$ cat src/axi_pkg.sv
package axi_pkg;

    // read address beat, 44 bits
    typedef struct packed {
        logic [3:0]  id;
        logic [31:0] addr;
        logic [7:0]  len;
    } axi_ar_t;

    // read data beat, 37 bits
    typedef struct packed {
        logic [3:0]  id;
        logic [31:0] data;
        logic        last;
    } axi_r_t;

    // write address beat, 40 bits
    typedef struct packed {
        logic [31:0] addr;
        logic [7:0]  len;
    } axi_aw_t;

    // write data beat, 37 bits
    typedef struct packed {
        logic [31:0] data;
        logic [3:0]  strb;
        logic        last;
    } axi_w_t;

    typedef enum logic {
        MEM_READ  = 1'b0,
        MEM_WRITE = 1'b1
    } mem_op_e;

    typedef enum logic [1:0] {
        SRAM_IDLE  = 2'd0,
        SRAM_READ  = 2'd1,
        SRAM_WDATA = 2'd2,
        SRAM_WRESP = 2'd3
    } sram_state_e;

    // low bit of the read id per requester
    localparam logic ID_ICACHE = 1'b0;
    localparam logic ID_DCACHE = 1'b1;

    // one cache line, word 0 in the low bits
    typedef logic [3:0][31:0] line_t;

endpackage

$ cat src/icache_refill.sv
module icache_refill #(
    parameter int LINE_WORDS = 4
) (
    input  logic              clk,
    input  logic              i_rst_n,
    input  logic              i_ifetch_valid,
    input  logic [31:0]       i_ifetch_addr,
    output axi_pkg::line_t    o_ifetch_line,
    output logic              o_ifetch_done,
    output logic              o_ifetch_busy,
    output axi_pkg::axi_ar_t  o_ar,
    output logic              o_ar_valid,
    input  logic              i_ar_ready,
    input  axi_pkg::axi_r_t   i_r,
    input  logic              i_r_valid,
    output logic              o_r_ready
);
    import axi_pkg::*;

    localparam logic [31:0] LINE_MASK = ~(32'(LINE_WORDS) * 32'd4 - 32'd1);
    localparam logic [7:0]  LAST_BEAT = 8'(LINE_WORDS - 1);

    logic        busy_q;
    logic        done_q;
    logic        ar_valid_q;
    logic [7:0]  beat_cnt;
    logic [31:0] addr_q;
    line_t       line_q;
    logic        r_fire;

    assign r_fire = i_r_valid & o_r_ready;

    always_ff @(posedge clk) begin
        if (!i_rst_n) begin
            busy_q     <= 1'b0;
            done_q     <= 1'b0;
            ar_valid_q <= 1'b0;
            beat_cnt   <= 8'd0;
        end else begin
            done_q <= 1'b0;
            if (i_ifetch_valid && !busy_q) begin
                busy_q     <= 1'b1;
                ar_valid_q <= 1'b1;
                beat_cnt   <= 8'd0;
            end
            if (ar_valid_q && i_ar_ready) begin
                ar_valid_q <= 1'b0;
            end
            if (r_fire) begin
                beat_cnt <= beat_cnt + 8'd1;
                if (beat_cnt == LAST_BEAT) begin
                    busy_q <= 1'b0;
                    done_q <= 1'b1;
                end
            end
        end
    end

    always_ff @(posedge clk) begin
        if (i_ifetch_valid && !busy_q) begin
            addr_q <= i_ifetch_addr & LINE_MASK;
        end
        // beats arrive lowest word first
        if (r_fire) begin
            line_q <= {i_r.data, line_q[3:1]};
        end
    end

    assign o_ar          = '{id: {3'b000, ID_ICACHE}, addr: addr_q, len: LAST_BEAT};
    assign o_ar_valid    = ar_valid_q;
    assign o_r_ready     = busy_q;
    assign o_ifetch_line = line_q;
    assign o_ifetch_done = done_q;
    assign o_ifetch_busy = busy_q;

    a_line_size: assert property (@(posedge clk) $bits(line_t) == LINE_WORDS * 32);

    a_rlast_on_count: assert property (@(posedge clk) disable iff (!i_rst_n)
        r_fire |-> (i_r.last == (beat_cnt == LAST_BEAT)));

endmodule

$ cat config.mk
export PLATFORM = sky130hd
export DESIGN_NAME = icache_refill
export DESIGN_NICKNAME = d
export VERILOG_FILES = /design/src/axi_pkg.sv /design/src/icache_refill.sv
export SDC_FILE = /design/constraint.sdc
export NUM_CORES = 1
export LEC_CHECK = 0
export BUFFER_PORTS_ARGS = -buffer_cell sky130_fd_sc_hd__buf_2
export CORE_MARGIN = 4
export CORE_UTILIZATION = 30
export DETAILED_ROUTE_END_ITERATION = 7
export PLACE_DENSITY = 0.62
export SETUP_SLACK_MARGIN = 0.02
export SYNTH_ARGS = -nofsm -noshare
export SYNTH_HDL_FRONTEND = slang
export SYNTH_SLANG_ARGS = --single-unit
export TNS_END_PERCENT = 50
$ cat constraint.sdc
create_clock -name clk -period 3.8 [get_ports clk]
set_clock_uncertainty 0.2 [all_clocks]
set_input_delay 0.76 -clock clk [delete_from_list [all_inputs] [get_ports clk]]
set_output_delay 0.76 -clock clk [all_outputs]
set_load 0.01 [all_outputs]
### Word-level counts from Yosys, hierarchy flattened

Cells that the tools add are included.

| storage, ports and cells | value |
|---|---|
| register bits after elaboration | 167 |
| logic and storage cells | 25 |
| output and inout bits | 176 |
| bits of input ports | 74 |

| operators by class | value |
|---|---|
| reduce and logical (&&, ||, !) cells | 6 |
| bitwise gates (word level) | 2 |
| eq/ne operators | 1 |
| add/sub/neg operators | 1 |
| mux-type cells | 6 |

Operators with widths:

| cell | number |
|---|---|
| $mux W8 | 2 |
| $add A8 B1 Y8 const B | 1 |
| $eq A8 B2 Y1 const B | 1 |
| $mux W1 | 4 |
| $logic_and A1 B1 Y1 | 2 |
| $reduce_and A2 Y1 | 1 |
| $reduce_bool A2 Y1 | 1 |
| $reduce_or A2 Y1 | 1 |
| $and A1 B1 Y1 | 1 |
| $logic_not A1 Y1 | 1 |
| $not A1 Y1 | 1 |

### Logic depth before layout (Yosys ltp)

| depth | value |
|---|---|
| word-level depth | 5 |
| gate-level depth with buffers | 5 |
| mapped depth without buffers | 4 |

### Worst setup path after synthesis

Ideal clock, no wire load.

| path | value |
|---|---|
| path type | input to register |
| start | in i_r_valid |
| end | reg line_q (netlist bit o_ifetch_line[0]), enable pin |
| cell stages on the path | 2 |
| path buffers | 0 |
| arrival time | 3360 ps |
| slack | -241 ps |
| cell sequence | nand2_1 inv_1 |

| on the way | value |
|---|---|
| cells in the longest elaborated chain, start to end | 1 |

RTL lines:

| item | RTL line | source |
|---|---|---|
| start, declared | icache_refill.sv:15 | `input logic i_r_valid,` |
| $and A1 B1 Y1 | icache_refill.sv:31 | `assign r_fire = i_r_valid & o_r_ready;` |
| named net r_fire | icache_refill.sv:29 | `logic r_fire;` |
| end signal, assigned | icache_refill.sv:65 | `line_q <= {i_r.data, line_q[3:1]};` |
| end, declared | icache_refill.sv:28 | `line_t line_q;` |

The timed path passes the listed nets, and every way through them passes these cells.
A chain may end at the register's enable or synchronous reset.

### Final worst setup path

| path | value |
|---|---|
| start | in i_r_valid |
| end | reg line_q (netlist bit o_ifetch_line[6]), enable pin |

The elaborated chain is that of the path after synthesis.

==> impl_results.md <==
* Die W at 141 um
* Post-synth EDFFs at 156
* Cell taking the most area after synthesis: edfxtp_1
* Top cells by area, synth: edfxtp_1 (88%), dfxtp_1 (4.1%), buf_4 (2.4%)
* VDD IR max at 0.000304 V
* Final period util at 0.612
* Worst Tran Pin Value at 1.07 ns
* Initial antenna violation count at 0
* Hpwl dp at 8.45 mm
* Initial Util at 0.307
* Max-slew headroom at 0.289
* Minimum clock period after layout at 2.32 ns
* Switching power total at 862 uW
* Grt ovf at 0
* Pleak at 2.89 nW
* Ys async rst share at 0
* CTS sink count at 167
* # hold bufs at CTS at 0
* CP peak stage delay at 0.65 ns
* Distinct cells, synth at 26
* Gp weighted congestion at 0.773
* Die ar. at 0.0199 mm2
* FMAX at 0.430 GHz
* Diode count at 0
* Post CTS Setup Buffer Count at 0
* Maximum root-to-sink buffer count at 2
* Outcome: completed
* Vias after detailed routing at 2,916
* Power Dens Cells at 551 mW/mm2
* Die H at 141 um
* First-pass GRT wire length at 17.0 mm
* Number of global-route vias before repair at 3,047
* Skew-Pair Late Insertion Delay at 0.42 ns
* Routed Antenna Nets at 0
* CTS resizes at 0
* Combinational share of power at 0.046
* Post-layout power at 4.01 mW
* Area Growth Syn to Fin at 36.7%
* Clock power frac at 0.426
* Reg clk slew, reported paths at 0.07 ns
* H-Tree Depth at 4
* 1st-pass router iterations at 4
* NumNets Final at 548
* Final setup fails at 0
* Mapped Avg Cell Area at 23.0 um2
* Net Sw Frac at 0.215
* Crit path DAT at 2.27 ns
* Mapped cell area at 0.00532 mm2
* Standard-cell rows at 48
* Seq pwr share at 0.528
* Internal power at 3.14 mW
* Compound-cell area share of the yosys netlist at 0.0167
* Synth Flop Type: edfxtp_1
* Required @ worst endpoint at 3.74 ns
* Ys Warns at 0
* Share of layout cells above drive strength 1 at 0.543
* MaxCap Viol Count at 0
* Main combinational cell family by area after synthesis: buffers and inverters
* Post-Synthesis Cells at 231
* Fin. max-slew vios at 0
* Mux contribution to synthesized area at 0.00400
* Hold_sp: o_ifetch_line[55]$_DFFE_PP_
* Register area share after synthesis at 0.922
* Crit path cell chain: buf_2 > nand2_1 > clkinvlp_4 > buf_4
* Worst path slowest cell: clkinvlp_4
* TritonCTS buffer count at 17
* FF-to-FF Start: o_ifetch_busy$_SDFF_PN0_
* Drt via density at 4.10
* Hold Crit Class: reg2reg
* Seq cells post-synth at 167
* GRT Total Usage at 0.114
* I/O pin cnt at 250
* Critical path startpoint category: primary input
* Synth Area in Simple Gates at 0.0254
* IO Port Bufs at 224
* Initial DRC count at 134
* Final Hold Viols at 0
* Crit-path max FO at 36
* WL final at 11.3 mm
* Synth Area in XOR/XNOR at 0
* Top cell type's share of synthesized area at 0.880
* Drc violations at 0
* Beginning of the critical path: i_r_valid
* Crit. End Element: register
* RSZ-0062 raised after global routing: false
* CP Class: in2reg
* Routed WL per cell at 15.8 um
* Adder-Cell Fraction of Synth Area at 0.00235
* Setup TNS at 0 ns
* Core footprint at 0.0174 mm2
* Root Driver: clkbuf_16
* CTS tree: built
* Largest net degree at the start of global routing at 53
==> synth_stat cells, types with 2 or more instances <==
master,n
edfxtp_1,156
buf_4,17
dfxtp_1,11
a21oi_1,7
inv_1,5
nand3_1,5
o211ai_1,4
nand2_1,3
or3_1,3
conb_1,2
nor2_1,2
or4_1,2
==> final timing paths <==
kind,to,slack (ns),cells after the start
min reg2reg,o_ifetch_line[23]$_DFFE_PP_,0.24,0
max reg2reg,beat_cnt[2]$_SDFFE_PN0P_,1.54,4
max,o_ifetch_line[6]$_DFFE_PP_,1.48,4
min,o_ifetch_line[23]$_DFFE_PP_,0.24,0
==> worst max-delay path, delay by kind of cell <==
family | cells | cell delay [ns]
buffers and inverters | 3 | 1.28
AND/OR/NAND/NOR | 1 | 0.19
==> stage by stage <==
step	utilization	setup WS [ns]	hold WS [ns]	cells	cell area (um2)
6_report	0.419	1.48	0.238	711	7270
4_1_cts	0.419	1.46	0.239	711	7270
5_1_grt	0.419	1.30	0.245	711	7270
3_5_place_dp	0.385	1.01	0.226	679	6680
3_3_place_gp	0.385	1.04	0.226	679	6680
2_1_floorplan	-	0.364	0.265	245	5380
==> cell families after synthesis <==
kind of cell | Yosys count
AOI/OAI and AO/OA | 14
adders and majority gates | 1
buffers and inverters | 23
DFF | 167
muxes | 2
other | 2
and+or+nand+nor | 22
==> cells in the final DEF, fill, tap and decap left out, types with 2 or more instances in the layout <==
master / synthesis / final
clkinv_2: 0 / 2
clkinvlp_4: 0 / 2
edfxtp_1: 156 / 156
bufinv_16: 0 / 2
or3_1: 3 / 3
nand2_1: 3 / 3
buf_2: 1 / 224
inv_8: 0 / 2
nor2_1: 2 / 2
inv_6: 0 / 5
buf_4: 17 / 2
clkbuf_16: 0 / 17
nand3_1: 5 / 5
o211ai_1: 4 / 4
inv_1: 5 / 4
a21oi_1: 7 / 7
or4_1: 2 / 2
conb_1: 2 / 16
clkinv_4: 0 / 2
dfxtp_1: 11 / 11
==> registers in the layout, summed over array words and instances (netlist names) <==
name           flops
o_ifetch_done      1
o_ifetch_line    128
addr_q            28
o_ar_valid         1
beat_cnt           8
o_ifetch_busy      1
==> routing by layer <==
metal  GRT usage  routed length [um]
met5           0                   0
met1       0.130                4240
met2       0.185                5780
met4      0.0546                 313
met3      0.0475                 921
==> final cells by class <==
type                    instances  area (um2)
fillers                      1583       10100
repair buffers                227        1160
multi-input cells              55         318
clock inverters                14         161
clock buffers                  18         429
inverters                       5        22.5
flip-flops and latches        167        4900
well taps                     225         282
==> power groups by stage <==
stage / logic, mW / clock network (mW) / registers (mW)
finish: 0.185 / 1.71 / 2.11
global route: 0.201 / 1.85 / 2.12
CTS: 0.189 / 1.77 / 2.12
detailed placement: 0.189 / 0 / 2.16
global placement: 0.186 / 0 / 2.15
floorplan: 0.0528 / 0 / 2.19
Power figures use the tool's default switching activity.
