===== src/axi_pkg.sv =====
package axi_pkg;

    // read address beat, 44 bits
    typedef struct packed {
        logic [3:0]  id;
        logic [31:0] addr;
        logic [7:0]  len;
    } axi_ar_t;

    // read data beat, 37 bits
    typedef struct packed {
        logic [3:0]  id;
        logic [31:0] data;
        logic        last;
    } axi_r_t;

    // write address beat, 40 bits
    typedef struct packed {
        logic [31:0] addr;
        logic [7:0]  len;
    } axi_aw_t;

    // write data beat, 37 bits
    typedef struct packed {
        logic [31:0] data;
        logic [3:0]  strb;
        logic        last;
    } axi_w_t;

    typedef enum logic {
        MEM_READ  = 1'b0,
        MEM_WRITE = 1'b1
    } mem_op_e;

    typedef enum logic [1:0] {
        SRAM_IDLE  = 2'd0,
        SRAM_READ  = 2'd1,
        SRAM_WDATA = 2'd2,
        SRAM_WRESP = 2'd3
    } sram_state_e;

    // low bit of the read id per requester
    localparam logic ID_ICACHE = 1'b0;
    localparam logic ID_DCACHE = 1'b1;

    // one cache line, word 0 in the low bits
    typedef logic [3:0][31:0] line_t;

endpackage


===== src/dcache_bus_unit.sv =====
module dcache_bus_unit #(
    parameter int LINE_WORDS = 4
) (
    input  logic              clk,
    input  logic              i_rst_n,
    input  logic              i_dreq_valid,
    input  axi_pkg::mem_op_e  i_dreq_op,
    input  logic [31:0]       i_dreq_addr,
    input  axi_pkg::line_t    i_dreq_line,
    output axi_pkg::line_t    o_dresp_line,
    output logic              o_dresp_done,
    output logic              o_dreq_busy,
    output axi_pkg::axi_ar_t  o_ar,
    output logic              o_ar_valid,
    input  logic              i_ar_ready,
    input  axi_pkg::axi_r_t   i_r,
    input  logic              i_r_valid,
    output logic              o_r_ready,
    output axi_pkg::axi_aw_t  o_aw,
    output logic              o_aw_valid,
    input  logic              i_aw_ready,
    output axi_pkg::axi_w_t   o_w,
    output logic              o_w_valid,
    input  logic              i_w_ready,
    input  logic              i_b_valid,
    output logic              o_b_ready
);
    import axi_pkg::*;

    localparam logic [31:0] LINE_MASK = ~(32'(LINE_WORDS) * 32'd4 - 32'd1);
    localparam logic [7:0]  LAST_BEAT = 8'(LINE_WORDS - 1);

    logic        busy_q;
    logic        done_q;
    logic        ar_valid_q;
    logic        aw_valid_q;
    logic        w_valid_q;
    logic [7:0]  beat_cnt;
    logic [31:0] addr_q;
    line_t       line_q;
    logic        accept;
    logic        r_fire;
    logic        w_fire;

    assign accept = i_dreq_valid & ~busy_q;
    assign r_fire = i_r_valid & o_r_ready;
    assign w_fire = w_valid_q & i_w_ready;

    always_ff @(posedge clk) begin
        if (!i_rst_n) begin
            busy_q     <= 1'b0;
            done_q     <= 1'b0;
            ar_valid_q <= 1'b0;
            aw_valid_q <= 1'b0;
            w_valid_q  <= 1'b0;
            beat_cnt   <= 8'd0;
        end else begin
            done_q <= 1'b0;
            if (accept) begin
                busy_q     <= 1'b1;
                ar_valid_q <= (i_dreq_op == MEM_READ);
                aw_valid_q <= (i_dreq_op == MEM_WRITE);
                beat_cnt   <= 8'd0;
            end
            if (ar_valid_q && i_ar_ready) begin
                ar_valid_q <= 1'b0;
            end
            // data beats only start once the address is taken
            if (aw_valid_q && i_aw_ready) begin
                aw_valid_q <= 1'b0;
                w_valid_q  <= 1'b1;
            end
            if (r_fire || w_fire) begin
                beat_cnt <= beat_cnt + 8'd1;
            end
            if (r_fire && beat_cnt == LAST_BEAT) begin
                busy_q <= 1'b0;
                done_q <= 1'b1;
            end
            if (w_fire && beat_cnt == LAST_BEAT) begin
                w_valid_q <= 1'b0;
            end
            if (i_b_valid && o_b_ready) begin
                busy_q <= 1'b0;
                done_q <= 1'b1;
            end
        end
    end

    // one line register holds write data going out and read data coming in
    always_ff @(posedge clk) begin
        if (accept) begin
            addr_q <= i_dreq_addr & LINE_MASK;
            if (i_dreq_op == MEM_WRITE) begin
                line_q <= i_dreq_line;
            end
        end else if (r_fire) begin
            line_q <= {i_r.data, line_q[3:1]};
        end else if (w_fire) begin
            line_q <= {32'h0, line_q[3:1]};
        end
    end

    assign o_ar       = '{id: {3'b000, ID_DCACHE}, addr: addr_q, len: LAST_BEAT};
    assign o_ar_valid = ar_valid_q;
    assign o_r_ready  = busy_q;
    assign o_aw       = '{addr: addr_q, len: LAST_BEAT};
    assign o_aw_valid = aw_valid_q;
    assign o_w        = '{data: line_q[0], strb: 4'hf, last: (beat_cnt == LAST_BEAT)};
    assign o_w_valid  = w_valid_q;
    assign o_b_ready  = busy_q;

    assign o_dresp_line = line_q;
    assign o_dresp_done = done_q;
    assign o_dreq_busy  = busy_q;

    a_no_ar_aw_overlap: assert property (@(posedge clk) disable iff (!i_rst_n)
        !(o_aw_valid && o_ar_valid));

endmodule


===== config.mk =====
export PLATFORM = sky130hd
export DESIGN_NAME = dcache_bus_unit
export DESIGN_NICKNAME = d
export VERILOG_FILES = /design/src/axi_pkg.sv /design/src/dcache_bus_unit.sv
export SDC_FILE = /design/constraint.sdc
export NUM_CORES = 1
export LEC_CHECK = 0
export BUFFER_PORTS_ARGS = -buffer_cell sky130_fd_sc_hd__buf_2
export CORE_AREA = 8 8 175 177
export CTS_CLUSTER_SIZE = 28
export DETAILED_ROUTE_END_ITERATION = 10
export DIE_AREA = 0 0 183 185
export HOLD_SLACK_MARGIN = 0.15
export PLACE_DENSITY = 0.57
export REMOVE_ABC_BUFFERS = 1
export SLEW_MARGIN = 20
export SYNTH_ARGS = -nofsm -noshare
export SYNTH_HDL_FRONTEND = slang
export SYNTH_SLANG_ARGS = --single-unit

===== constraint.sdc =====
create_clock -name clk -period 11.45 [get_ports clk]
set_clock_uncertainty 0.15 [all_clocks]
set_input_delay 0.5725 -clock clk [delete_from_list [all_inputs] [get_ports clk]]
set_output_delay 0.5725 -clock clk [all_outputs]
set_load 0.02 [all_outputs]

-- After elaboration in Yosys (flattened, before gate mapping)
Index checks and enable logic that the tools add are counted.
- latch bits: 0
- memories kept: 0
- bits in registers: 169
- output and inout bits: 256
- RAM bits: 0
- bits in read-only memories: 0
- word-level logic and storage cells: 41
- equality and inequality tests: 2
- add/sub/neg operators: 1
- magnitude comparators: 0
- shift operators: 0
- div/mod/pow operators: 0
- bitwise gates (word level): 6
- mux-type cells: 8
- reductions and logical operators: 13
- multiply operators: 0
- operators by type and width (kind ; number):
    two-way mux 128 bit ; 4
    two-way mux 8 bit ; 2
    adder 8 x 1 -> 8 bit, second input constant ; 1
    == test 8 x 2 -> 1 bit, second input constant ; 1
    OR reduction 2 bit ; 3
    logical AND 1 bit ; 5
    AND 1 bit ; 3
    inverter 1 bit ; 3
    nonzero test 3 bit ; 1
    OR reduction 3 bit ; 1
    two-way mux 1 bit ; 2
    inequality test 2 bit, second input constant ; 1
    AND reduction 2 bit ; 1
    nonzero test 2 bit ; 1
    logical OR 1 bit ; 1

-- Logic depth before layout (Yosys ltp)
- depth in word-level cells: 4
- mapped depth: 7
- mapped depth without buffers: 4

-- Least setup slack after synthesis
OpenSTA, ideal clock, no wires.
- kind: register to register
- start point: register busy_q (netlist: o_b_ready)
- end point: register line_q, in the netlist o_dresp_line[0] (enable)
- stages on the path, launching flop included: 5
- setup slack: 6955 ps
- arrival time: 3847 ps
- setup time: 498 ps
- data required time: 10802 ps
- period minus slack after synthesis: 4495 ps
- path buffers: 2
- cells stage by stage: dfxtp_1 > nand2b_1 > buf_2 > buf_2 > o21a_1
- word-level cells in the longest chain between the ends: 4
- elaborated cells between the ends (all ways): 6
- those cells by class: eq/ne (1); bitwise (3); reduce/logical (2)
- RTL lines (what ; line ; text):
    start, declared ; dcache_bus_unit.sv:33 ; logic busy_q;
    start signal, assigned ; dcache_bus_unit.sv:51 ; busy_q <= 1'b0;
    start signal, assigned ; dcache_bus_unit.sv:60 ; busy_q <= 1'b1;
    start signal, assigned ; dcache_bus_unit.sv:77 ; busy_q <= 1'b0;
    inverter 1 bit ; dcache_bus_unit.sv:45 ; assign accept = i_dreq_valid & ~busy_q;
    AND 1 bit ; dcache_bus_unit.sv:45 ;
    inequality test 2 bit (no source line) or nonzero test 3 bit (tied branches) ; -- ;
    AND reduction 2 bit (no source line) (*) ; -- ;
    end signal, assigned ; dcache_bus_unit.sv:95 ; line_q <= i_dreq_line;
    end signal, assigned ; dcache_bus_unit.sv:98 ; line_q <= {i_r.data, line_q[3:1]};
    end signal, assigned ; dcache_bus_unit.sv:100 ; line_q <= {32'h0, line_q[3:1]};
    end, declared ; dcache_bus_unit.sv:40 ; line_t line_q;
Mark *: on every way between the ends. The rest lies on a longest branch, timed or not.
A chain may end at the register's enable or synchronous reset.

-- Worst setup path after layout
- start point: register busy_q (netlist: o_b_ready)
- end point: register line_q, in the netlist o_dresp_line[76] (enable)
Same word-level chain as after synthesis.

==> metrics.txt <==
total iterations of the first detailed-routing run=5; CTS H-tree lvls=4; number of gates resized after cts=0; setup slack after layout=7.53 ns; total negative setup slack=0 ns; Top Ports=462; Core Footprint=0.0281 sq mm; power density normalized to cell area=167 mW/mm^2; clock slew at the register clock pins of the worst setup and hold paths=0.07 ns; wirelength, routed=25700 um; Top FF cell, synth=edfxtp_1; starting density of the core=26.8%; largest vdd supply drop=0.0818 mV; pins over their slew limit=0; type of the setup path with the least slack=flip-flop to flip-flop; number of global-route vias before repair=5985; cell types with the highest counts after synthesis=nand2_1, edfxtp_1, buf_4; TritonCTS clock tree=yes; number of flops mapped to enable cells by yosys=156; most repeated cell in the gate-level netlist after synthesis=nand2_1; DRC viols=0; critical path's largest stage delay=0.82 ns; root cell of the clock tree=clkbuf_16; Worst-Margin Slew=0.972 ns; final non-filler cell area=0.0102 sq mm; setup violation total in the final timing report=0; global-route wire length before repair=36000 um; top fanout value on the critical path=70; number of cells traversed by the worst hold path=1; result of the run=completed; combined area of all synthesized cells=0.00753 sq mm; Total Routing Usage GR=14.1%; post-synthesis instance total=670; Pleak=4.84 nW; maximum number of pins on one net before global-route repair=82; Die Height=185 um; Layout Utilization=36.4%; number of nets with antenna violations after routing=0; CTS Buf Count=17; area share of the largest cell type after synthesis=62.2%; Max clock buf depth=2; number of nets in the layout=1247; endpoint with the worst hold slack=addr_q[9]; buffers plus inverters on the worst setup path=2; layout cells sized above 1=43.9%; total overflow reported by the global router=0; 1st-iter DRT viols=320; distinct cell type count of the synthesized netlist=35; number of antenna violations at the first check in global routing=1; latest clock arrival within the worst-skew pair=0.42 ns; sequential fraction of the synthesis area=65.6%; slack of the worst reg-to-reg path=7.53 ns; minimum clock period=3.92 ns; worst rel slew slack=35.2%; Mean Syn Cell Area=11.2 sq um; x dimension of the die=183 um; setup repair after global routing missed its margin=false; CP endpoint kind=flip-flop; routed wire length per instance=17.9 um; YS warnings=0; maximum clock rate=255 MHz; DP Worst Slack=7.29 ns; Worst R2R Path Depth=4; kind of cell adding the most delay to the critical path=buffers and inverters; Slowest-stage cell, CP=buf_4; count of maximum capacitance violations=0; Placement Rows=62; RR Endpoint=o_dresp_line[76]; most area-hungry cell type in the Yosys netlist=edfxtp_1; Startpoint Class=flip-flop; Die ar.=0.0339 sq mm; data arrival time of the worst path=3.81 ns; post-placement cell area=0.00942 sq mm; post-synthesis async set-or-reset flop share=0%; DPL Wire Length=19000 um; #FFs+latches synth=169; Port Buffers=420; Synth area leaders=edfxtp_1, nand2_1, buf_4, a22o_1, dfxtp_1; sink count of the clock tree=169; placer's final routability congestion estimate=0.796; series of cell instances along the critical path=nand2b_4 -> buf_4 -> o21a_4 -> buf_4; Post-Layout Cell Count=1438; Cell Count Post-Placement=1383; Critical Path RT=11.34 ns; vias per inst=4.16; via count=5976; number of hold-slack violations in the final timing report=0; type of the most critical hold path=primary input to flip-flop; worst r2r src=o_b_ready; Period Utilization, post-route=34.2%; synthesis-to-finish area growth=35.5%; cell repeated most along the worst path=buf_4; post-CTS setup buffer count=0; start point of the worst min-delay path=i_dreq_addr[9]
flip-flops by register name, indices dropped and copies added (netlist names):
register	cells
addr_q	28
beat_cnt	8
o_ar_valid	1
o_aw_valid	1
o_b_ready	1
o_dresp_done	1
o_dresp_line	128
o_w_valid	1
kinds of logic (layout without fill, tap and decap cells):
family	Yosys count	count (layout)	share of synthesized area, %
other	2	33	0.0997
muxes	2	2	0.266
adders and majority gates	1	1	0.166
DFF	169	169	65.6
and+or+nand+nor	317	317	16.4
buffers and inverters	126	479	11.4
AOI/OAI and AO/OA	53	53	5.98
how the worst max path moves through the flow:
stage                     slack, ns                end          from  cells after the start
after detailed placement       7.29  o_dresp_line[126]  i_dreq_valid                      5
after global placement         7.29   o_dresp_line[30]  i_dreq_valid                      5
after floorplan                5.11    o_dresp_line[0]     o_b_ready                      2
final                          7.53   o_dresp_line[76]     o_b_ready                      4
after CTS                      7.43   o_dresp_line[76]     o_b_ready                      4
after global routing           7.23   o_dresp_line[81]     o_b_ready                      4
stage by stage:
| stage | power (mW) | hold WS (ns) |
|---|---|---|
| 6_report | 1.70 | 0.183 |
| 5_1_grt | 1.79 | 0.154 |
| 4_1_cts | 1.73 | 0.150 |
| 3_5_place_dp | 1.15 | 0.345 |
| 3_3_place_gp | 1.14 | 0.328 |
| 2_1_floorplan | 0.996 | 0.315 |
what timing repair did:
item	CTS	global route
hold buffers	14	8
setup endpoints to repair	0	0
endpoints found under the hold margin	14	8
power breakdown:
group          switching [mW]  internal (mW)  total (mW)
logic                   0.234          0.108       0.342
clock network           0.263          0.305       0.568
registers              0.0356          0.758       0.794
per-layer routing:
layer / global-route usage, % / share of wire (%) / routed length (um) / up-vias
met5: 0 / 0 / 0 / -
met4: 3.51 / 0.97 / 249 / 0
met3: 4.16 / 6.1 / 1580 / 14
met2: 24.5 / 52 / 13400 / 210
met1: 16.9 / 41 / 10500 / 2859
li1: - / - / - / 2893
placed cells by master (no fill, tap or decap), types with 2 or more instances in the layout:
master,count
a21oi_1,4
dlygate4sd3_1,22
a211oi_1,2
inv_6,5
o211ai_1,3
a22o_1,33
mux2i_1,2
dfxtp_1,13
clkbuf_16,17
nand2b_1,3
conb_1,32
nor3_1,2
and2_2,2
buf_4,3
clkinv_4,4
buf_2,420
and2_1,2
nand3_1,4
a311oi_1,2
nand2_1,297
edfxtp_1,156
clkinvlp_4,2
a31oi_1,2
area by class of cell:
type                            count  area, sq um
Clock buffer                       18          429
Sequential cell                   169         4940
Tap cell                          384          480
Fill cell                        2919        17900
Antenna cell                        1         2.50
Inverter                            2         12.5
Clock inverter                     14          140
Timing Repair Buffer              445         2340
Multi-Input combinational cell    405         1860
Note: power is estimated with default switching activity, not from simulation.
