===== src/axi_pkg.sv =====
package axi_pkg;

    // read address beat, 44 bits
    typedef struct packed {
        logic [3:0]  id;
        logic [31:0] addr;
        logic [7:0]  len;
    } axi_ar_t;

    // read data beat, 37 bits
    typedef struct packed {
        logic [3:0]  id;
        logic [31:0] data;
        logic        last;
    } axi_r_t;

    // write address beat, 40 bits
    typedef struct packed {
        logic [31:0] addr;
        logic [7:0]  len;
    } axi_aw_t;

    // write data beat, 37 bits
    typedef struct packed {
        logic [31:0] data;
        logic [3:0]  strb;
        logic        last;
    } axi_w_t;

    typedef enum logic {
        MEM_READ  = 1'b0,
        MEM_WRITE = 1'b1
    } mem_op_e;

    typedef enum logic [1:0] {
        SRAM_IDLE  = 2'd0,
        SRAM_READ  = 2'd1,
        SRAM_WDATA = 2'd2,
        SRAM_WRESP = 2'd3
    } sram_state_e;

    // low bit of the read id per requester
    localparam logic ID_ICACHE = 1'b0;
    localparam logic ID_DCACHE = 1'b1;

    // one cache line, word 0 in the low bits
    typedef logic [3:0][31:0] line_t;

endpackage


===== src/axi_arbiter.sv =====
module axi_arbiter (
    input  logic              clk,
    input  logic              i_rst_n,
    // instruction side read
    input  axi_pkg::axi_ar_t  i_iar,
    input  logic              i_iar_valid,
    output logic              o_iar_ready,
    output axi_pkg::axi_r_t   o_ir,
    output logic              o_ir_valid,
    input  logic              i_ir_ready,
    // data side read
    input  axi_pkg::axi_ar_t  i_dar,
    input  logic              i_dar_valid,
    output logic              o_dar_ready,
    output axi_pkg::axi_r_t   o_dr,
    output logic              o_dr_valid,
    input  logic              i_dr_ready,
    // data side write
    input  axi_pkg::axi_aw_t  i_daw,
    input  logic              i_daw_valid,
    output logic              o_daw_ready,
    input  axi_pkg::axi_w_t   i_dw,
    input  logic              i_dw_valid,
    output logic              o_dw_ready,
    output logic              o_db_valid,
    input  logic              i_db_ready,
    // master port
    output axi_pkg::axi_ar_t  o_ar,
    output logic              o_ar_valid,
    input  logic              i_ar_ready,
    input  axi_pkg::axi_r_t   i_r,
    input  logic              i_r_valid,
    output logic              o_r_ready,
    output axi_pkg::axi_aw_t  o_aw,
    output logic              o_aw_valid,
    input  logic              i_aw_ready,
    output axi_pkg::axi_w_t   o_w,
    output logic              o_w_valid,
    input  logic              i_w_ready,
    input  logic              i_b_valid,
    output logic              o_b_ready
);
    import axi_pkg::*;

    logic ar_sel;
    logic r_sel;

    // data side only gets the AR channel when the fetch side is idle
    assign ar_sel = ~i_iar_valid & i_dar_valid;
    assign r_sel  = i_r.id[0];

    always_comb begin
        o_ar    = ar_sel ? i_dar : i_iar;
        o_ar.id = {3'b000, ar_sel ? ID_DCACHE : ID_ICACHE};
    end

    assign o_ar_valid  = ar_sel ? i_dar_valid : i_iar_valid;
    assign o_iar_ready = i_ar_ready & ~ar_sel;
    assign o_dar_ready = i_ar_ready & ar_sel;

    // read beats go back by id
    assign o_ir       = (r_sel == ID_ICACHE) ? i_r : '0;
    assign o_ir_valid = (r_sel == ID_ICACHE) & i_r_valid;
    assign o_dr       = (r_sel == ID_DCACHE) ? i_r : '0;
    assign o_dr_valid = (r_sel == ID_DCACHE) & i_r_valid;
    assign o_r_ready  = (r_sel == ID_DCACHE) ? i_dr_ready : i_ir_ready;

    // write channels belong to the data side alone
    assign o_aw        = i_daw;
    assign o_aw_valid  = i_daw_valid;
    assign o_daw_ready = i_aw_ready;
    assign o_w         = i_dw;
    assign o_w_valid   = i_dw_valid;
    assign o_dw_ready  = i_w_ready;
    assign o_db_valid  = i_b_valid;
    assign o_b_ready   = i_db_ready;

    // a returning read beat always finds its own side waiting for it
    a_r_to_waiting_side: assert property (@(posedge clk) disable iff (!i_rst_n)
        i_r_valid |-> o_r_ready);

endmodule


===== config.mk =====
export PLATFORM = sky130hd
export DESIGN_NAME = axi_arbiter
export DESIGN_NICKNAME = d
export VERILOG_FILES = /design/src/axi_pkg.sv /design/src/axi_arbiter.sv
export SDC_FILE = /design/constraint.sdc
export NUM_CORES = 1
export LEC_CHECK = 0
export BUFFER_PORTS_ARGS = -buffer_cell sky130_fd_sc_hd__buf_2
export CORE_AREA = 2 2 163 165
export DETAILED_ROUTE_END_ITERATION = 7
export DIE_AREA = 0 0 165 167
export SYNTH_ARGS = -nofsm -noshare
export SYNTH_HDL_FRONTEND = slang
export SYNTH_SLANG_ARGS = --single-unit

===== constraint.sdc =====
create_clock -name vclk -period 1.75
set_input_delay 0.4375 -clock vclk [all_inputs]
set_output_delay 0.4375 -clock vclk [all_outputs]
set_load 0.02 [all_outputs]

# --- After elaboration in Yosys (flattened, before gate mapping) ---
# Cells that the tools add are included.
classes:
  muxes: 6
  bitwise_logic: 8
ops:
  columns: ["cell", "n"]
  rows:
  - ["two-way mux 37 bit", 2]
  - ["two-way mux 40 bit", 1]
  - ["bitwise AND 1 bit", 5]
  - ["two-way mux 1 bit", 3]
  - ["NOT 1 bit", 3]
word_totals:
  register_bits: 0
  inputBits: 216
  out_inout_bits: 207
  word_cells: 14

# --- Longest topological paths before layout ---
# Gate-level depths: netlist of run 1.
depth:
  word_depth: 4
  ltp_mapped: 5
  mapped_depth_nobuf: 3

# --- Least setup slack after synthesis of run 1 ---
# OpenSTA, ideal clock, no wires.
synth_timing:
  path_kind: "in2out"
  startpoint: "input port i_iar_valid"
  endpoint: "output port o_ar[10] in the netlist's numbering"
  arrival_ns: 1.158
  required_ns: 1.312
  setup_slack_ns: 0.154
  n_path_buf: 2
  stages: 4
  cell_sequence: "nand2b_4 > buf_6 > buf_6 > mux2_4"
synth_rtl:
  columns: ["item", "line", "source"]
  rows:
  - ["start: declaration", "axi_arbiter.sv:6", "input logic i_iar_valid,"]
  - ["end: declaration", "axi_arbiter.sv:28", "output axi_pkg::axi_ar_t o_ar,"]

==> impl_metrics.json, run 1 <==
{
  "outcome": "finished, violations left",
  "violations": "setup timing",
  "rsz0062_at_grt": "yes",
  "hold_path_depth": 0,
  "syn_area_per_cell_um2": 8.37,
  "min_to": "o_aw[3]",
  "vias": 1954,
  "final-seq-area_um2": 0,
  "yosys_warnings": 0,
  "dieArea_um2": 27600,
  "ir_drop_uv": 106,
  "diodes": 0,
  "antenna_found_initial": 0,
  "maxSlewViolCount": 0,
  "max_freq_ghz": 0.565,
  "grt_max_degree": 37,
  "ant_nets": 0,
  "pwr_density_cell_nw_per_um2": 297,
  "chipHeight_um": 167,
  "routed_wirelength_mm": 9.41,
  "nFlopsAndLatches": 0,
  "synthCells": 223,
  "gp_congestion": 0.835,
  "finalHoldViolations": 0,
  "fin_area_um2": 3080,
  "worst_path_max_delay_cell": "mux2_4",
  "initial_core_util_pct": 7.25,
  "period_needed_ps": 1770,
  "area_delta_synth_final_pct": 64.9,
  "worstHoldPathType": "primary input to output pin",
  "place_area_um2": 2850,
  "worstSetupPathType": "primary input to output pin",
  "startpoint_type": "primary input",
  "core_area_um2": 25800,
  "layout-drive-gt1-share_pct": 78.7,
  "syn_area_um2": 1870,
  "nets": 593,
  "clock_buffers": 0,
  "grt_overflow_total": 0,
  "dp_worst_setup_slack_ps": -80.8,
  "drv_cap": 0,
  "slowest_delay_ps": 300,
  "grt_pass1_vias": 1799,
  "yosysUniqueCellTypes": 12,
  "arrival_ps": 1330,
  "io-pin-count": 423,
  "cp-end-kind": "output pin",
  "hold_start": "i_daw[3]",
  "p_leak_nw": 1.72,
  "cp.required_ps": 1310,
  "synth_seq_area_share_pct": 0,
  "ctsHoldBuffers": 0,
  "vias_per_cell": 2.75,
  "grt_pass1_wl_mm": 11.6,
  "setup_viol": 21,
  "cp_max_fo": 20,
  "fp-row-count": 59,
  "tns_ps": -152,
  "io_buffers": 243,
  "grt_use_total_pct": 5.93,
  "cp_cell_sequence": "buf_6 > nand2b_4 > buf_12 > mux2_4 > buf_2",
  "worst_slack_ps": -18.6,
  "first_pass_iters": 3,
  "fin_crit_sh_pct": 101,
  "wl_per_cell_um": 13.3,
  "die_w_um": 165,
  "hpwl_mm": 9.11,
  "drc": 0,
  "first_iter_violations": 12
}
-- cell type report --
cell class | count | area, µm²
Fill cell | 2985 | 22700
Timing Repair Buffer | 251 | 1540
Multi-Input combinational cell | 123 | 1120
Tap cell | 335 | 419
Inverter | 1 | 3.75
-- cells by family (layout without fill, tap and decap cells) --
logic type,count (synthesis),count (layout),share of synthesized area [%]
buffers and inverters,103,252,40.8
muxes,41,41,32.4
other,1,4,0.201
and+or+nand+nor,78,78,26.6
-- routing by layer --
| layer | share of wire, % | vias up | GRT usage, % |
|---|---|---|---|
| met5 | 0 | - | 0 |
| met4 | 1.9 | 0 | 1.10 |
| met3 | 19 | 14 | 3.94 |
| met2 | 53 | 254 | 12.7 |
| met1 | 25 | 773 | 3.90 |
| li1 | - | 913 | - |
-- stage by stage --
| stage | hold WS, ps | util, % | instances | power, W |
|---|---|---|---|---|
| after detailed placement | 875 | 11.1 | 710 | 0.000847 |
| after floorplan | 988 | - | 226 | 0.000770 |
| after global routing | 875 | 11.9 | 710 | 0.000989 |
| after global placement | 875 | 11.1 | 710 | 0.000842 |
| after CTS | 875 | 11.7 | 710 | 0.000916 |
| final | 875 | 11.9 | 710 | 0.000914 |
-- worst max-delay path: cells and delay by family --
family / cells / cell delay [ps]
and+or+nand+nor: 1 / 160
muxes: 1 / 300
buffers and inverters: 3 / 430
-- layout by cell type (no fill, tap or decap), types with 3 or more instances in the layout --
master,instances
mux2_4,38
and2_1,38
buf_6,34
conb_1,4
mux2_2,3
buf_4,9
buf_12,3
buf_2,205
nor2b_1,36
-- power by group --
part           total [W]  internal, W  switching (W)
clock                  0            0              0
sequential             0            0              0
combinational   0.000914     0.000456       0.000458
-- worst max-delay path by stage --
| stage | from | endpoint | slack, ps | depth (start not counted) |
|---|---|---|---|---|
| global route | i_iar_valid | o_ar[16] | -50 | 5 |
| floorplan | i_iar_valid | o_ar[10] | 150 | 4 |
| global placement | i_iar_valid | o_ar[27] | -80 | 5 |
| finish | i_iar_valid | o_ar[16] | -20 | 5 |
| detailed placement | i_iar_valid | o_ar[36] | -80 | 5 |
| CTS | i_iar_valid | o_ar[15] | -20 | 5 |
-- repair_timing --
action | CTS | global route
endpoints found under the setup margin | 39 | 40
pin swaps | 0 | 0
resized for setup | 54 | 17
buffers inserted | 0 | 0
gates cloned | 0 | 0
-- synthesized netlist by cell type --
master / instances / area [µm²]
conb_1: 1 / 3.75
and2_1: 39 / 244
inv_1: 1 / 3.75
mux2_4: 38 / 571
nand2b_4: 1 / 13.8
buf_6: 5 / 56.3
buf_4: 90 / 676
and2b_1: 1 / 7.51
clkbuf_1: 7 / 26.3
nor2b_1: 36 / 225
mux2_2: 3 / 33.8
or2_2: 1 / 6.26
Power figures use the tool's default switching activity.
==> inputs of run 2 (changes only) <==
--- a/config.mk
+++ b/config.mk
@@ -5,10 +5,13 @@
 export SDC_FILE = /design/constraint.sdc
 export NUM_CORES = 1
 export LEC_CHECK = 0
+export ABC_AREA = 1
 export BUFFER_PORTS_ARGS = -buffer_cell sky130_fd_sc_hd__buf_2
-export CORE_AREA = 2 2 163 165
+export CORE_AREA = 2 2 166 168
 export DETAILED_ROUTE_END_ITERATION = 7
-export DIE_AREA = 0 0 165 167
+export DIE_AREA = 0 0 168 170
+export RECOVER_POWER = 50
+export SLEW_MARGIN = 5
 export SYNTH_ARGS = -nofsm -noshare
 export SYNTH_HDL_FRONTEND = slang
 export SYNTH_SLANG_ARGS = --single-unit
==> impl_metrics.json, run 2 <==
{
  "final-seq-area_um2": 0,
  "grt_pass1_wl_mm": 10.4,
  "cp-end-kind": "output pin",
  "ctsHoldBuffers": 0,
  "clock_buffers": 0,
  "fp-row-count": 60,
  "grt_use_total_pct": 4.26,
  "synthTopCellsByArea": "buf_4, nand2_1, inv_1",
  "worstHoldPathType": "primary input to output pin",
  "initial_core_util_pct": 7.19,
  "postCtsSetupBuffers": 0,
  "core_area_um2": 26700,
  "worst_slack_ps": 79.9,
  "arrival_ps": 1230,
  "routed_wirelength_mm": 7.42,
  "yosysUniqueCellTypes": 12,
  "synth_top_area_cell": "buf_4",
  "die_w_um": 168,
  "maxSlewViolCount": 0,
  "chipHeight_um": 170,
  "rsz0062_at_grt": "no",
  "fin_crit_sh_pct": 95.4,
  "yosys.area_share.simple_pct": 42.1,
  "ant_nets": 0,
  "max_freq_ghz": 0.599,
  "vias": 2593,
  "synth_seq_area_share_pct": 0,
  "muxShareOfSynthArea_pct": 0,
  "syn_area_per_cell_um2": 4.93,
  "hold_start": "i_daw[12]",
  "dp_worst_setup_slack_ps": 81.7,
  "synth_common_cells": "nand2_1, buf_4, inv_1",
  "pwr_density_cell_nw_per_um2": 279,
  "first_iter_violations": 117,
  "tns_ps": 0,
  "nets": 753,
  "startpoint_type": "primary input",
  "layout-drive-gt1-share_pct": 45.0,
  "period_needed_ps": 1670,
  "io-pin-count": 423,
  "drc": 0,
  "synth_compound_area_share_pct": 0.261,
  "p_leak_nw": 2.09,
  "setup_viol": 0,
  "yosys_warnings": 0,
  "io_buffers": 243,
  "antenna_found_initial": 0,
  "fin_area_um2": 2890,
  "gp_congestion": 0.713,
  "drv_cap": 0,
  "wl_per_cell_um": 8.47,
  "area_delta_synth_final_pct": 51.0,
  "ir_drop_uv": 76.9,
  "vias_per_cell": 2.96,
  "grt_pass1_vias": 2121,
  "final_common_cell": "buf_2",
  "finalHoldViolations": 0,
  "grt_overflow_total": 0,
  "worstSetupPathType": "primary input to output pin",
  "syn_area_um2": 1920,
  "mostFrequentLayoutCells": "buf_2, nand2_1, inv_1, nand3_1, nor2_1",
  "synth-xor-area-share_pct": 0,
  "cp.required_ps": 1310,
  "first_pass_iters": 4,
  "yosysMostFrequentCell": "nand2_1",
  "cts.repair.resized": 0,
  "place_area_um2": 2910,
  "cp_max_fo": 19,
  "synthCells": 389,
  "cp-startpoint": "i_iar_valid",
  "nFlopsAndLatches": 0,
  "outcome": "finished clean",
  "yosysTopAreaCellShare_pct": 36.4,
  "synthAdderAreaFrac_pct": 0,
  "hpwl_mm": 6.56,
  "grt_max_degree": 34,
  "synth_top_family_by_area": "buffers and inverters",
  "diodes": 0,
  "dieArea_um2": 28600
}
-- run 2: worst paths after layout --
kind       end  slack (ps)  cells past startpoint
max   o_ar[28]          80                      6
min   o_aw[12]         880                      0
-- run 2: stage by stage --
stage	util (%)	power (W)	cells	hold slack, ps
floorplan	-	0.000745	392	988
global placement	10.9	0.000809	876	875
detailed placement	10.9	0.000815	876	875
CTS	10.9	0.000819	876	875
global route	10.9	0.000884	876	875
finish	10.9	0.000809	876	875
-- run 2: power by group --
group          switching [W]  internal (W)
Clock                      0             0
Combinational       0.000501      0.000308
Sequential                 0             0
Total               0.000501      0.000308
-- run 2: cell type report --
class / instances / area [µm²]
fillers: 3131 / 23800
repair buffers: 253 / 1350
multi-input cells: 204 / 827
well taps: 341 / 427
inverters: 78 / 293
-- run 2: critical path, cell delays in order --
cell and delay [ps]:
buf_2 110, inv_2 100, buf_4 230, nand3_1 120, nand2_1 80, buf_2 150
-- run 2: kinds of logic after synthesis --
group,Yosys count
other cells,1
simple gates,199
buf+inv,188
compound gates,1
-- run 2: per-layer routing --
metal  vias up  global-route usage, %  wire, µm
li1       1310                      -         -
met1      1127                   5.69      3070
met2       118                   6.61      3460
met3        38                  0.767       603
met4         0                   2.08       291
met5         -                      0         0
==> inputs of run 3 (changes only) <==
--- a/config.mk
+++ b/config.mk
@@ -10,6 +10,7 @@
 export CORE_AREA = 2 2 166 168
 export DETAILED_ROUTE_END_ITERATION = 7
 export DIE_AREA = 0 0 168 170
+export PLACE_DENSITY_LB_ADDON = 0.3
 export RECOVER_POWER = 50
 export SLEW_MARGIN = 5
 export SYNTH_ARGS = -nofsm -noshare
==> impl_metrics.json, run 3 (synthesis results as in run 2) <==
{
  "maxSlewViolCount": 0,
  "outcome": "finished clean",
  "drv_cap": 0,
  "worstHoldPathType": "primary input to output pin",
  "cp.required_ps": 1310,
  "dieArea_um2": 28600,
  "grt_max_degree": 43,
  "period_needed_ps": 1650,
  "postCtsSetupBuffers": 0,
  "ir_drop_uv": 66.1,
  "dp.cells": 875,
  "drc": 0,
  "worstSetupPathType": "primary input to output pin",
  "arrival_ps": 1210,
  "wl_per_cell_um": 9.15,
  "setup_viol": 0,
  "hold_ws_ps": 875,
  "ctsHoldBuffers": 0,
  "cts.repair.resized": 0,
  "tns_ps": 0,
  "layout-drive-gt1-share_pct": 44.8,
  "rsz0062_at_grt": "no",
  "area_delta_synth_final_pct": 51.2,
  "core_area_um2": 26700,
  "fin_area_um2": 2900,
  "grt_use_total_pct": 4.72,
  "diodes": 0,
  "grt_pass1_vias": 2169,
  "ant_nets": 0,
  "hpwl_mm": 6.94,
  "clock_buffers": 0,
  "first_pass_iters": 4,
  "max_freq_ghz": 0.607,
  "grt_overflow_total": 0,
  "nets": 752,
  "finalHoldViolations": 0,
  "place_area_um2": 2920,
  "gp_congestion": 0.728,
  "vias": 2487,
  "io_buffers": 243,
  "pwr_density_cell_nw_per_um2": 280,
  "startpoint_type": "primary input",
  "fin_crit_sh_pct": 94.1,
  "initial_core_util_pct": 7.19,
  "first_iter_violations": 72,
  "grt.met3_usage_pct": 1.00,
  "die_w_um": 168,
  "mostFrequentLayoutCells": "buf_2, nand2_1, inv_1, nand3_1, nor2_1",
  "grt_use_met2_pct": 8.53,
  "routed_wirelength_mm": 8.01,
  "io-pin-count": 423,
  "vias_per_cell": 2.84,
  "fp-row-count": 60,
  "busiest_layer": "met2",
  "antenna_found_initial": 0,
  "chipHeight_um": 170,
  "nFlopsAndLatches": 0,
  "cp_max_fo": 15,
  "cp-end-kind": "output pin",
  "final_common_cell": "buf_2",
  "p_leak_nw": 2.08,
  "instances_no_fill": 875,
  "met1_usage_pct": 5.13,
  "grt_pass1_wl_mm": 11.2,
  "final-seq-area_um2": 0
}
[run 3: changes by cell type in the layout (fill, tap and decap cells not counted), sizes merged]
cell | previous run | this run
buf | 238 | 236
clkbuf | 15 | 16
[run 3: final timing paths]
path                   startpoint       end  slack (ps)  depth (start not counted)
worst max-delay path  i_dar_valid  o_ar[20]         100                          5
worst min-delay path    i_daw[10]  o_aw[10]         880                          0
[run 3: area by class of cell]
type / count / area (µm²)
fill: 3184 / 23800
timing repair buffer: 252 / 1350
inverter: 78 / 293
tap: 341 / 427
multi-input combinational: 204 / 827
[run 3: where the power goes]
group | switching [W] | total, W | internal [W]
sequential | 0 | 0 | 0
combinational | 0.000504 | 0.000812 | 0.000309
clock | 0 | 0 | 0
[run 3: layer usage]
| layer | vias up | wire length [µm] |
|---|---|---|
| met1 | 1014 | 2950 |
| met4 | 0 | 441 |
| met5 | - | 0 |
| met3 | 46 | 674 |
| met2 | 122 | 3940 |
| li1 | 1305 | - |
[run 3: stage by stage]
| step | power, W | setup WS, ps | utilization [%] |
|---|---|---|---|
| final | 0.000812 | 103 | 10.9 |
| after global routing | 0.000887 | 32.4 | 10.9 |
| after CTS | 0.000825 | 96.2 | 10.9 |
| after detailed placement | 0.000823 | 95.2 | 10.9 |
| after global placement | 0.000826 | 88.2 | 10.9 |
| after floorplan | 0.000745 | 235 | - |
[run 3: critical path: stages]
cell and delay (ps):
buf_2 180, buf_4 240, nand3_1 100, nand2_1 90, buf_2 160
